===== src/include/fd_cfg.svh =====
`ifndef FD_CFG_SVH
`define FD_CFG_SVH

// Warps held by the front end
`define FD_WARPS 8

// Instruction memory in 32-bit words
`define FD_IMEM_AW 10
`define FD_IMEM_DEPTH 1024

`endif


===== src/logic/fd_pkg.sv =====
`default_nettype none
`include "fd_cfg.svh"

package fd_pkg;

	// Field layout opcode [31:26] dst [25:21] src1 [20:16] src2 [15:11] imm [15:0]
	typedef enum logic [5:0] {
		OP_NOP  = 6'h00,
		OP_ADD  = 6'h01,
		OP_SUB  = 6'h02,
		OP_AND  = 6'h03,
		OP_OR   = 6'h04,
		OP_ADDI = 6'h05,
		OP_LW   = 6'h06,
		OP_SW   = 6'h07,
		OP_BEQ  = 6'h08,
		OP_BLT  = 6'h09,
		OP_EXIT = 6'h0a
	} opcode_e;

	typedef enum logic [3:0] {
		ALU_NOP = 4'h0,
		ALU_ADD = 4'h1,
		ALU_SUB = 4'h2,
		ALU_AND = 4'h3,
		ALU_OR  = 4'h4
	} alu_op_e;

	typedef struct packed {
		alu_op_e     alu_op;
		logic [4:0]  dst;
		logic [4:0]  src1;
		logic [4:0]  src2;
		logic [15:0] imm;
		logic        src1_valid;
		logic        src2_valid;
		logic        imm_valid;
		logic        reg_write;
		logic        mem_read;
		logic        mem_write;
		logic        beq;
		logic        blt;
		logic        exit;
	} decoded_t;

	typedef struct packed {
		logic                 valid;
		logic [`FD_WARPS-1:0] warp; // One-hot
		logic [31:0]          pc;
	} fetch_t;

	typedef struct packed {
		logic                 valid;
		logic [`FD_WARPS-1:0] warp; // One-hot
		logic [31:0]          pc_plus4;
		logic [31:0]          instr;
		decoded_t             dec;
	} issue_t;

	typedef struct packed {
		logic [$clog2(`FD_WARPS)-1:0] warp;
		logic [31:0]                  pc;
	} launch_t;

	typedef struct packed {
		logic [`FD_IMEM_AW-1:0] addr; // Word address
		logic [31:0]            data;
	} imem_wr_t;

endpackage

`default_nettype wire


===== src/logic/instr_decoder.sv =====
`timescale 1ns/10ps
`default_nettype none

module instr_decoder (
	input wire [31:0] instr,
	output fd_pkg::decoded_t dec
);

	fd_pkg::opcode_e op;

	assign op = fd_pkg::opcode_e'(instr[31:26]);

	always_comb begin
		dec = '0;
		dec.dst = instr[25:21];
		dec.src1 = instr[20:16];
		dec.src2 = instr[15:11];
		dec.imm = instr[15:0]; // Overlaps src2
		case (op)
			fd_pkg::OP_ADD: begin
				dec.alu_op = fd_pkg::ALU_ADD;
				dec.src1_valid = 1'b1;
				dec.src2_valid = 1'b1;
				dec.reg_write = 1'b1;
			end
			fd_pkg::OP_SUB: begin
				dec.alu_op = fd_pkg::ALU_SUB;
				dec.src1_valid = 1'b1;
				dec.src2_valid = 1'b1;
				dec.reg_write = 1'b1;
			end
			fd_pkg::OP_AND: begin
				dec.alu_op = fd_pkg::ALU_AND;
				dec.src1_valid = 1'b1;
				dec.src2_valid = 1'b1;
				dec.reg_write = 1'b1;
			end
			fd_pkg::OP_OR: begin
				dec.alu_op = fd_pkg::ALU_OR;
				dec.src1_valid = 1'b1;
				dec.src2_valid = 1'b1;
				dec.reg_write = 1'b1;
			end
			fd_pkg::OP_ADDI: begin
				dec.alu_op = fd_pkg::ALU_ADD;
				dec.src1_valid = 1'b1;
				dec.imm_valid = 1'b1;
				dec.reg_write = 1'b1;
			end
			fd_pkg::OP_LW: begin
				dec.alu_op = fd_pkg::ALU_ADD; // Address calc
				dec.src1_valid = 1'b1;
				dec.imm_valid = 1'b1;
				dec.reg_write = 1'b1;
				dec.mem_read = 1'b1;
			end
			fd_pkg::OP_SW: begin
				dec.alu_op = fd_pkg::ALU_ADD;
				dec.src1_valid = 1'b1;
				dec.src2_valid = 1'b1; // Store data
				dec.imm_valid = 1'b1;
				dec.mem_write = 1'b1;
			end
			fd_pkg::OP_BEQ: begin
				dec.alu_op = fd_pkg::ALU_SUB; // Compare
				dec.src1_valid = 1'b1;
				dec.src2_valid = 1'b1;
				dec.imm_valid = 1'b1;
				dec.beq = 1'b1;
			end
			fd_pkg::OP_BLT: begin
				dec.alu_op = fd_pkg::ALU_SUB;
				dec.src1_valid = 1'b1;
				dec.src2_valid = 1'b1;
				dec.imm_valid = 1'b1;
				dec.blt = 1'b1;
			end
			fd_pkg::OP_EXIT: dec.exit = 1'b1;
			default: ; // NOP and unknown opcodes
		endcase
	end

endmodule

`default_nettype wire


===== config.mk =====
export PLATFORM = sky130hd
export DESIGN_NAME = instr_decoder
export DESIGN_NICKNAME = d
export VERILOG_FILES = /design/src/logic/fd_pkg.sv /design/src/logic/instr_decoder.sv
export VERILOG_INCLUDE_DIRS = /design/src /design/src/include
export SDC_FILE = /design/constraint.sdc
export NUM_CORES = 1
export LEC_CHECK = 0
export ABC_CLOCK_PERIOD_IN_PS = 1100
export BUFFER_PORTS_ARGS = -buffer_cell sky130_fd_sc_hd__clkbuf_2
export CORE_UTILIZATION = 29
export DETAILED_ROUTE_END_ITERATION = 6
export PLACE_DENSITY = 0.94
export SYNTH_ARGS = -nofsm -noshare
export SYNTH_HDL_FRONTEND = slang
export SYNTH_SLANG_ARGS = --single-unit

===== constraint.sdc =====
create_clock -name vclk -period 1.1
set_input_delay 0.055 -clock vclk [all_inputs]
set_output_delay 0.055 -clock vclk [all_outputs]
set_load 0.005 [all_outputs]

==> out/summary.txt <==
Wire length per cell - 10.88 um
Data required time of the worst path - 1.04 ns
Tightest Hold Check Type - in -> out
Clock Power Share - 0%
Dpl cells - 64
Starting Density - 32.62%
Core Rows - 13
DRT Pass-1 Iters - 4
Crit end category - output pin
Most used cell, CP - clkbuf_2
Multi-input logic area - 171.4 um2
Most frequent cells in the layout - clkbuf_2, nor3_1, nor4_1
Initial DRC Count - 1
Commonest non-fill, non-tap cell in the layout - clkbuf_2
Die height - 40.97 um
Core ar. - 1350 um2
Syn Inst Count - 66
Delay-heaviest family, CP - simple AND/OR/NAND/NOR gates
Pwr dens - 284.9 nW/um2
Synth cell types - 22
Largest net degree at the start of global routing - 11
Final Max Slew Viols - 0
Reg area - 0 um2
Number of global-route vias before repair - 243
Post-route ant nets - 0
Status - completed
Pint - 0.03571 mW
Final Hold Viols - 0
Top post-synthesis cells by area - buf_4, nor3_1, nor4_1, nand2b_1, nor2_2
Max-Cap Viols - 0
P_leak - 0.1403 nW
Worst Path Max Fanout - 6
RSZ-0062 raised after global routing - no
Flop pwr share - 0%
Seq cells - 0
Die ar. - 1679 um2
Combinational Power Share - 100.0%
Warnings, synthesis - 0
Fill count - 160
Crit path buf inv count - 2
Postcts setup bufs - 0
CP cell instances - clkbuf_2, or2_4, or3_4, nor2_2, clkbuf_2
Fmax - 1002 MHz
Startpoint Class - input port
Ant. Diodes - 0
Nets - 83
Crit Path Class - in -> out
Post-synth net total - 98
IO Count - 76
Slowest CP cell - or3_4
Crit. path cell count - 5
# DRC - 0
Vias per cell - 4.844
Tmin final - 0.9978 ns
# setup viols final - 0
DR vias - 310
Die Wd - 40.97 um
GP Congestion - 0.6939
Switching Share - 57.01%
Sw power - 0.04735 mW
Tcrit/Tclk final - 90.71%
HPWL Detailed - 586.8 um
GRT Residual Overflow - 0
Dpl ws - 0.05678 ns
Area leader, netlist - buf_4
GRT Total Usage - 8.371%
Final WS setup - 0.1022 ns
Post-synthesis cell area - 440.4 um2
Initial antenna violation count - 0
First-pass GRT wire length - 986 um
Total Power - 0.08306 mW
Buffers on Ports - 18
Hold path cells - 0
Maximum VDD drop - 0.00007615 V
P&R area growth vs syn - -33.81%
Clkbuf count - 0
Share of cells above drive strength 1 - 46.94%
Post-route insts no fill - 64
Drt total wl - 696 um
CP max stage delay - 0.34 ns
Post-synth top area share - 56.25%
Sequential share of the synthesized area - 0%
Arr. time, crit path - 0.94 ns
Setup TNS - 0 ns
Synth Area per Inst - 6.673 um2
area by class of cell:
type	count	share of cell area (%)
tap	15	6.438
timing repair buffer	19	33.48
multi-input combinational	29	58.80
inverter	1	1.288
power groups by stage:
| stage | combinational [mW] | sequential [mW] | clock [mW] |
|---|---|---|---|
| floorplan | 0.149 | 0 | 0 |
| global placement | 0.0783 | 0 | 0 |
| detailed placement | 0.0812 | 0 | 0 |
| CTS | 0.0813 | 0 | 0 |
| global route | 0.0947 | 0 | 0 |
| finish | 0.0831 | 0 | 0 |
timing repair:
action / 4_1_cts / 5_1_grt
hold buffers: 0 / 0
endpoints found under the setup margin: 0 / 1
gates resized for setup: 0 / 1
routing by layer:
layer / GRT usage, % / part of all wire (%) / up-vias / wire length (um)
met4: 6.667 / 3.6 / 0 / 25
met5: 0 / 0 / - / 0
met3: 7.065 / 21 / 6 / 143
met2: 11.33 / 38 / 22 / 264
li1: - / - / 148 / -
met1: 8.013 / 38 / 134 / 263
metrics by stage:
step,util [%],area (um2),hold slack [ns]
after detailed placement,21.41,289.0,0.1100
final,21.59,291.5,0.1100
after global routing,21.59,291.5,0.1100
after CTS,21.41,289.0,0.1100
after floorplan,-,440.4,0.1454
after global placement,21.41,289.0,0.1100
final timing paths:
check	from	end	slack (ns)
worst max-delay path	instr[31]	dec[0]	0.10
worst min-delay path	instr[3]	dec[12]	0.11
cells in the mapped netlist, types with 2 or more instances:
cell type  instances
nor2_1             3
nand2_1            2
buf_4             33
nor2_2             2
nor3_1             5
nand2b_1           2
nor4_1             4
logic make-up after synthesis:
kind of cell           synth area share, %
XOR/XNOR                             3.978
AND/OR/NAND/NOR                      28.13
AO/OA/AOI/OAI                        5.397
other                               0.8515
buffers and inverters                61.65
Power figures use the tool's default switching activity.
