===== src/include/fd_cfg.svh =====
`ifndef FD_CFG_SVH
`define FD_CFG_SVH

// Warps held by the front end
`define FD_WARPS 8

// Instruction memory in 32-bit words
`define FD_IMEM_AW 10
`define FD_IMEM_DEPTH 1024

`endif


===== src/logic/fd_pkg.sv =====
`default_nettype none
`include "fd_cfg.svh"

package fd_pkg;

	// Field layout opcode [31:26] dst [25:21] src1 [20:16] src2 [15:11] imm [15:0]
	typedef enum logic [5:0] {
		OP_NOP  = 6'h00,
		OP_ADD  = 6'h01,
		OP_SUB  = 6'h02,
		OP_AND  = 6'h03,
		OP_OR   = 6'h04,
		OP_ADDI = 6'h05,
		OP_LW   = 6'h06,
		OP_SW   = 6'h07,
		OP_BEQ  = 6'h08,
		OP_BLT  = 6'h09,
		OP_EXIT = 6'h0a
	} opcode_e;

	typedef enum logic [3:0] {
		ALU_NOP = 4'h0,
		ALU_ADD = 4'h1,
		ALU_SUB = 4'h2,
		ALU_AND = 4'h3,
		ALU_OR  = 4'h4
	} alu_op_e;

	typedef struct packed {
		alu_op_e     alu_op;
		logic [4:0]  dst;
		logic [4:0]  src1;
		logic [4:0]  src2;
		logic [15:0] imm;
		logic        src1_valid;
		logic        src2_valid;
		logic        imm_valid;
		logic        reg_write;
		logic        mem_read;
		logic        mem_write;
		logic        beq;
		logic        blt;
		logic        exit;
	} decoded_t;

	typedef struct packed {
		logic                 valid;
		logic [`FD_WARPS-1:0] warp; // One-hot
		logic [31:0]          pc;
	} fetch_t;

	typedef struct packed {
		logic                 valid;
		logic [`FD_WARPS-1:0] warp; // One-hot
		logic [31:0]          pc_plus4;
		logic [31:0]          instr;
		decoded_t             dec;
	} issue_t;

	typedef struct packed {
		logic [$clog2(`FD_WARPS)-1:0] warp;
		logic [31:0]                  pc;
	} launch_t;

	typedef struct packed {
		logic [`FD_IMEM_AW-1:0] addr; // Word address
		logic [31:0]            data;
	} imem_wr_t;

endpackage

`default_nettype wire


===== src/logic/warp_pc_file.sv =====
`timescale 1ns/10ps
`default_nettype none
`include "fd_cfg.svh"

module warp_pc_file (
	input wire clk,
	input wire rst_n,
	input wire launch_valid,
	input wire fd_pkg::launch_t launch,
	input wire [`FD_WARPS-1:0] grant0,
	input wire [`FD_WARPS-1:0] grant1,
	input wire [`FD_WARPS-1:0] stall,
	input wire [`FD_WARPS-1:0] ib_req,
	input wire fd_pkg::issue_t done0,
	input wire fd_pkg::issue_t done1,
	output logic [`FD_WARPS-1:0] elig,
	output logic [`FD_WARPS-1:0][31:0] pc
);

	logic [`FD_WARPS-1:0] active;
	logic [`FD_WARPS-1:0] in_flight;
	logic [`FD_WARPS-1:0] start;
	logic [`FD_WARPS-1:0] granted;
	logic [`FD_WARPS-1:0] retire;
	logic [`FD_WARPS-1:0] kill;

	// Warp index to one-hot
	assign start = launch_valid ?
		({{(`FD_WARPS-1){1'b0}}, 1'b1} << launch.warp) : '0;

	assign granted = grant0 | grant1;

	// Slots leaving decode this cycle
	assign retire = ({`FD_WARPS{done0.valid}} & done0.warp) |
		({`FD_WARPS{done1.valid}} & done1.warp);
	assign kill = ({`FD_WARPS{done0.valid & done0.dec.exit}} & done0.warp) |
		({`FD_WARPS{done1.valid & done1.dec.exit}} & done1.warp);

	assign elig = active & ib_req & ~stall & ~in_flight;

	always_ff @(posedge clk or negedge rst_n) begin
		if (!rst_n) begin
			active <= '0;
			in_flight <= '0;
		end else begin
			active <= start | (active & ~kill); // Launch wins over exit
			in_flight <= ~start & (granted | (in_flight & ~retire));
		end
	end

	always_ff @(posedge clk) begin
		for (int w = 0; w < `FD_WARPS; w++) begin
			if (start[w])
				pc[w] <= launch.pc;
			else if (granted[w])
				pc[w] <= pc[w] + 32'd4; // Sequential only
		end
	end

endmodule

`default_nettype wire


===== config.mk =====
export PLATFORM = sky130hd
export DESIGN_NAME = warp_pc_file
export DESIGN_NICKNAME = d
export VERILOG_FILES = /design/src/logic/fd_pkg.sv /design/src/logic/warp_pc_file.sv
export VERILOG_INCLUDE_DIRS = /design/src /design/src/include
export SDC_FILE = /design/constraint.sdc
export NUM_CORES = 1
export LEC_CHECK = 0
export ABC_AREA = 1
export BUFFER_PORTS_ARGS = -buffer_cell sky130_fd_sc_hd__buf_4
export CAP_MARGIN = 0
export CORE_AREA = 2 2 222 224
export DETAILED_ROUTE_END_ITERATION = 10
export DIE_AREA = 0 0 224 226
export GPL_ROUTABILITY_DRIVEN = 0
export PLACE_DENSITY = 0.68
export SLEW_MARGIN = 25
export SYNTH_ARGS = -nofsm -noshare
export SYNTH_HDL_FRONTEND = slang
export SYNTH_SLANG_ARGS = --single-unit

===== constraint.sdc =====
create_clock -name clk -period 4.62 [get_ports clk]
set_input_delay 0.462 -clock clk [delete_from_list [all_inputs] [get_ports clk]]
set_output_delay 0.462 -clock clk [all_outputs]
set_load 0.03 [all_outputs]

==> out/qor.yml <==
run_status:
  status: "completed"
yosys:
  synth_top_family_by_area: "simple AND/OR/NAND/NOR gates"
  synth_enable_flop_cells: 256
  syn_nets: 2768
  synth_seq_cells: 272
  ys_seq_area_frac: 0.4511
  synthMuxAreaShare: 0
  synth_top_flop_cell: "edfxtp_1"
  synth_xor_area_frac: 0.05129
  synthArstFlopShare: 0.05882
  synth_compound_area_frac: 0.02728
  syn_inst: 2456
  synth-warning-count: 0
  synth_cell_types: 28
  yosys.area_share.simple: 0.3996
  avgSynthCellArea_um2: 7.301
  synthAdderAreaFrac: 0.005582
  syn-cell-area_um2: 17930
critical_path:
  worst_setup_path_startpoint: "launch_valid"
  arrival_ps: 2840
  cp.required_ps: 4860
  cp-end-kind: "flip-flop"
  start_kind: "input port"
  worstPathMaxFanout: 34
  crit_cells: 8
  path_class: "in2reg"
  path_delay_family: "simple AND/OR/NAND/NOR gates"
  cp_slowest_cell: "nor2_4"
  cp_cell_sequence: "buf_4 > inv_1 > nor2_1 > inv_2 > nor2_4 > inv_2 > nand3_1 > buf_4"
  max_stage_delay_ps: 650
  r2r.worst_path.cells: 8
  path_buf_inv: 5
  r2r_start: "pc[194]"
route:
  vias: 17930
  drc: 0
  drtIter0Drc: 1899
  wl_mm: 69.96
  dr.pass1.iters: 7
  viasPerCell: 5.228
  ant_nets: 0
  wl_per_cell_um: 20.40
clocking:
  cts_htree_levels: 2
  cts_buffers: 35
  cts_setup_buffers: 0
  clock_latency_ps: 550
  cts_buffer_depth: 3
  cts_resized: 0
  cts_tree: "done"
  root_buffer: "clkbuf_16"
  clkTransAtPathRegs_ps: 50
  clock_sinks: 272
  ctsHoldBuffers: 1
finish:
  final_layout_size_suffix_gt1_frac: 0.1885
  area_growth_pct: 24.40
  final_common_cell: "nand2_1"
  final_cell_area_um2: 22310
  final.fill_count: 4689
  final_util: 0.4614
  final_nets: 3093
  final_cell_mix: "1050 x nand2_1, 367 x buf_4, 261 x nor2_1, 256 x edfxtp_1, 253 x nand3_1"
  instances_no_fill: 3430
global_routing:
  grt_max_degree: 41
  grt_overflow: 0
  track_usage: 0.2715
  grt_pass1_vias: 16560
  grt_pass1_wl_mm: 102.2
  antenna_found_initial: 6
power_and_ir_drop:
  pwr-share-seq: 0.395
  ir_worst_vdd_v: 0.0003278
  power.density_nw_per_um2: 463.5
  clockPowerShare: 0.285
  pwr-share-comb: 0.320
  swShare: 0.3896
  p_switching_mw: 4.028
  internal-power_mw: 6.311
  p_leak_nw: 9.970
sta:
  hold_violations: 0
  max_slew.worst_pin.slew_ps: 918.1
  setup_viol: 0
  fin_tns_setup_ps: 0
  clock.fmax_mhz: 384.0
  min_period_ps: 2604
  skew_ps: 16.06
  fin_crit_sh: 0.5636
  rsz0062_at_grt: "false"
  final_max_slew_viol_count: 0
  slew_headroom: 0.3865
floorplanning:
  die_h_um: 226
  core_area_um2: 48340
  start_util: 0.3709
  pin_count: 568
  die_w_um: 224
  std_cell_rows: 81
  dieArea_um2: 50620
min_path:
  whs_path_depth: 3
  min_path_type: "in2reg"
  min_from: "grant1[6]"
placed_design:
  place_hpwl_mm: 49.42
  dp_cells: 3365
  placed_area_um2: 21090
  io_buffers: 353
run:
  cap_violations: 0
==> Yosys cell counts, types with 15 or more instances <==
master | number | area share
dfrtp_1 | 16 | 0.022
nand2_1 | 1050 | 0.22
o21ai_1 | 22 | 0.0061
nor2_2 | 30 | 0.010
buf_2 | 55 | 0.015
nand2_2 | 15 | 0.0052
clkbuf_1 | 17 | 0.0036
nor2_4 | 39 | 0.024
nand3_1 | 253 | 0.071
nor2_1 | 262 | 0.055
o21ai_0 | 52 | 0.015
xor2_1 | 86 | 0.042
and2_1 | 16 | 0.0056
edfxtp_1 | 256 | 0.43
inv_1 | 199 | 0.042
xnor2_1 | 19 | 0.0093
==> worst paths after layout <==
kind                                end  slack (ps)
setup reg to reg                pc[216]        2720
hold / removal             in_flight[6]         210
setup / recovery                 pc[89]        2020
max in group asynchronous  in_flight[6]        3860
min in group asynchronous     active[1]         410
hold reg to reg               active[5]         520
==> registers in the layout, indices dropped and copies added, names as in the netlist <==
signal and flops:
active 8, in_flight 8, pc 256
==> power by group through the flow <==
stage                     registers [mW]  logic [mW]  clock network (mW)
after global routing                4.15        3.58                3.07
after floorplan                     4.77        1.19                   0
after CTS                           4.06        3.30                2.97
after detailed placement            4.10        3.29                   0
after global placement              4.08        3.24                   0
final                               4.09        3.31                2.95
==> worst register-to-register path: cells and delay by family (launching register included) <==
family | cells | cell delay, ps
flops | 1 | 480
simple gates | 7 | 970
fa+ha+maj | 1 | 210
==> routing by layer <==
metal | vias up | wire (um) | track usage
met2 | 986 | 29980 | 0.4182
li1 | 8458 | - | -
met4 | 2 | 3084 | 0.1142
met1 | 8335 | 29140 | 0.3656
met3 | 151 | 7739 | 0.06401
met5 | - | 15 | 0
==> per-stage QoR <==
| stage | power (mW) | worst slack, ps | hold WS, ps |
|---|---|---|---|
| global route | 10.79 | 1774 | 213.5 |
| global placement | 7.317 | 1514 | 422.4 |
| floorplan | 5.962 | 2284 | 166.4 |
| CTS | 10.34 | 2042 | 186.5 |
| detailed placement | 7.392 | 1466 | 426.0 |
| finish | 10.34 | 2016 | 213.8 |
==> layout make-up <==
class,count,area (um^2),area share
clock inverters,11,186.4,0.008358
clock buffers,51,1018,0.04566
multi-input cells,1894,8677,0.3890
well taps,622,778.2,0.03489
diodes,2,5.005,0.0002244
inverters,210,788.3,0.03534
repair buffers,368,2765,0.1240
flip-flops and latches,272,8088,0.3626
==> kinds of logic (layout without fill, tap and decap cells) <==
| group | after synthesis | after routing |
|---|---|---|
| buf+inv | 290 | 640 |
| simple gates | 1691 | 1691 |
| other cells | 0 | 2 |
| flops | 272 | 272 |
| fa+ha+maj | 8 | 8 |
| compound gates | 90 | 90 |
| xor+xnor | 105 | 105 |
(Power assumes the default switching activity.)
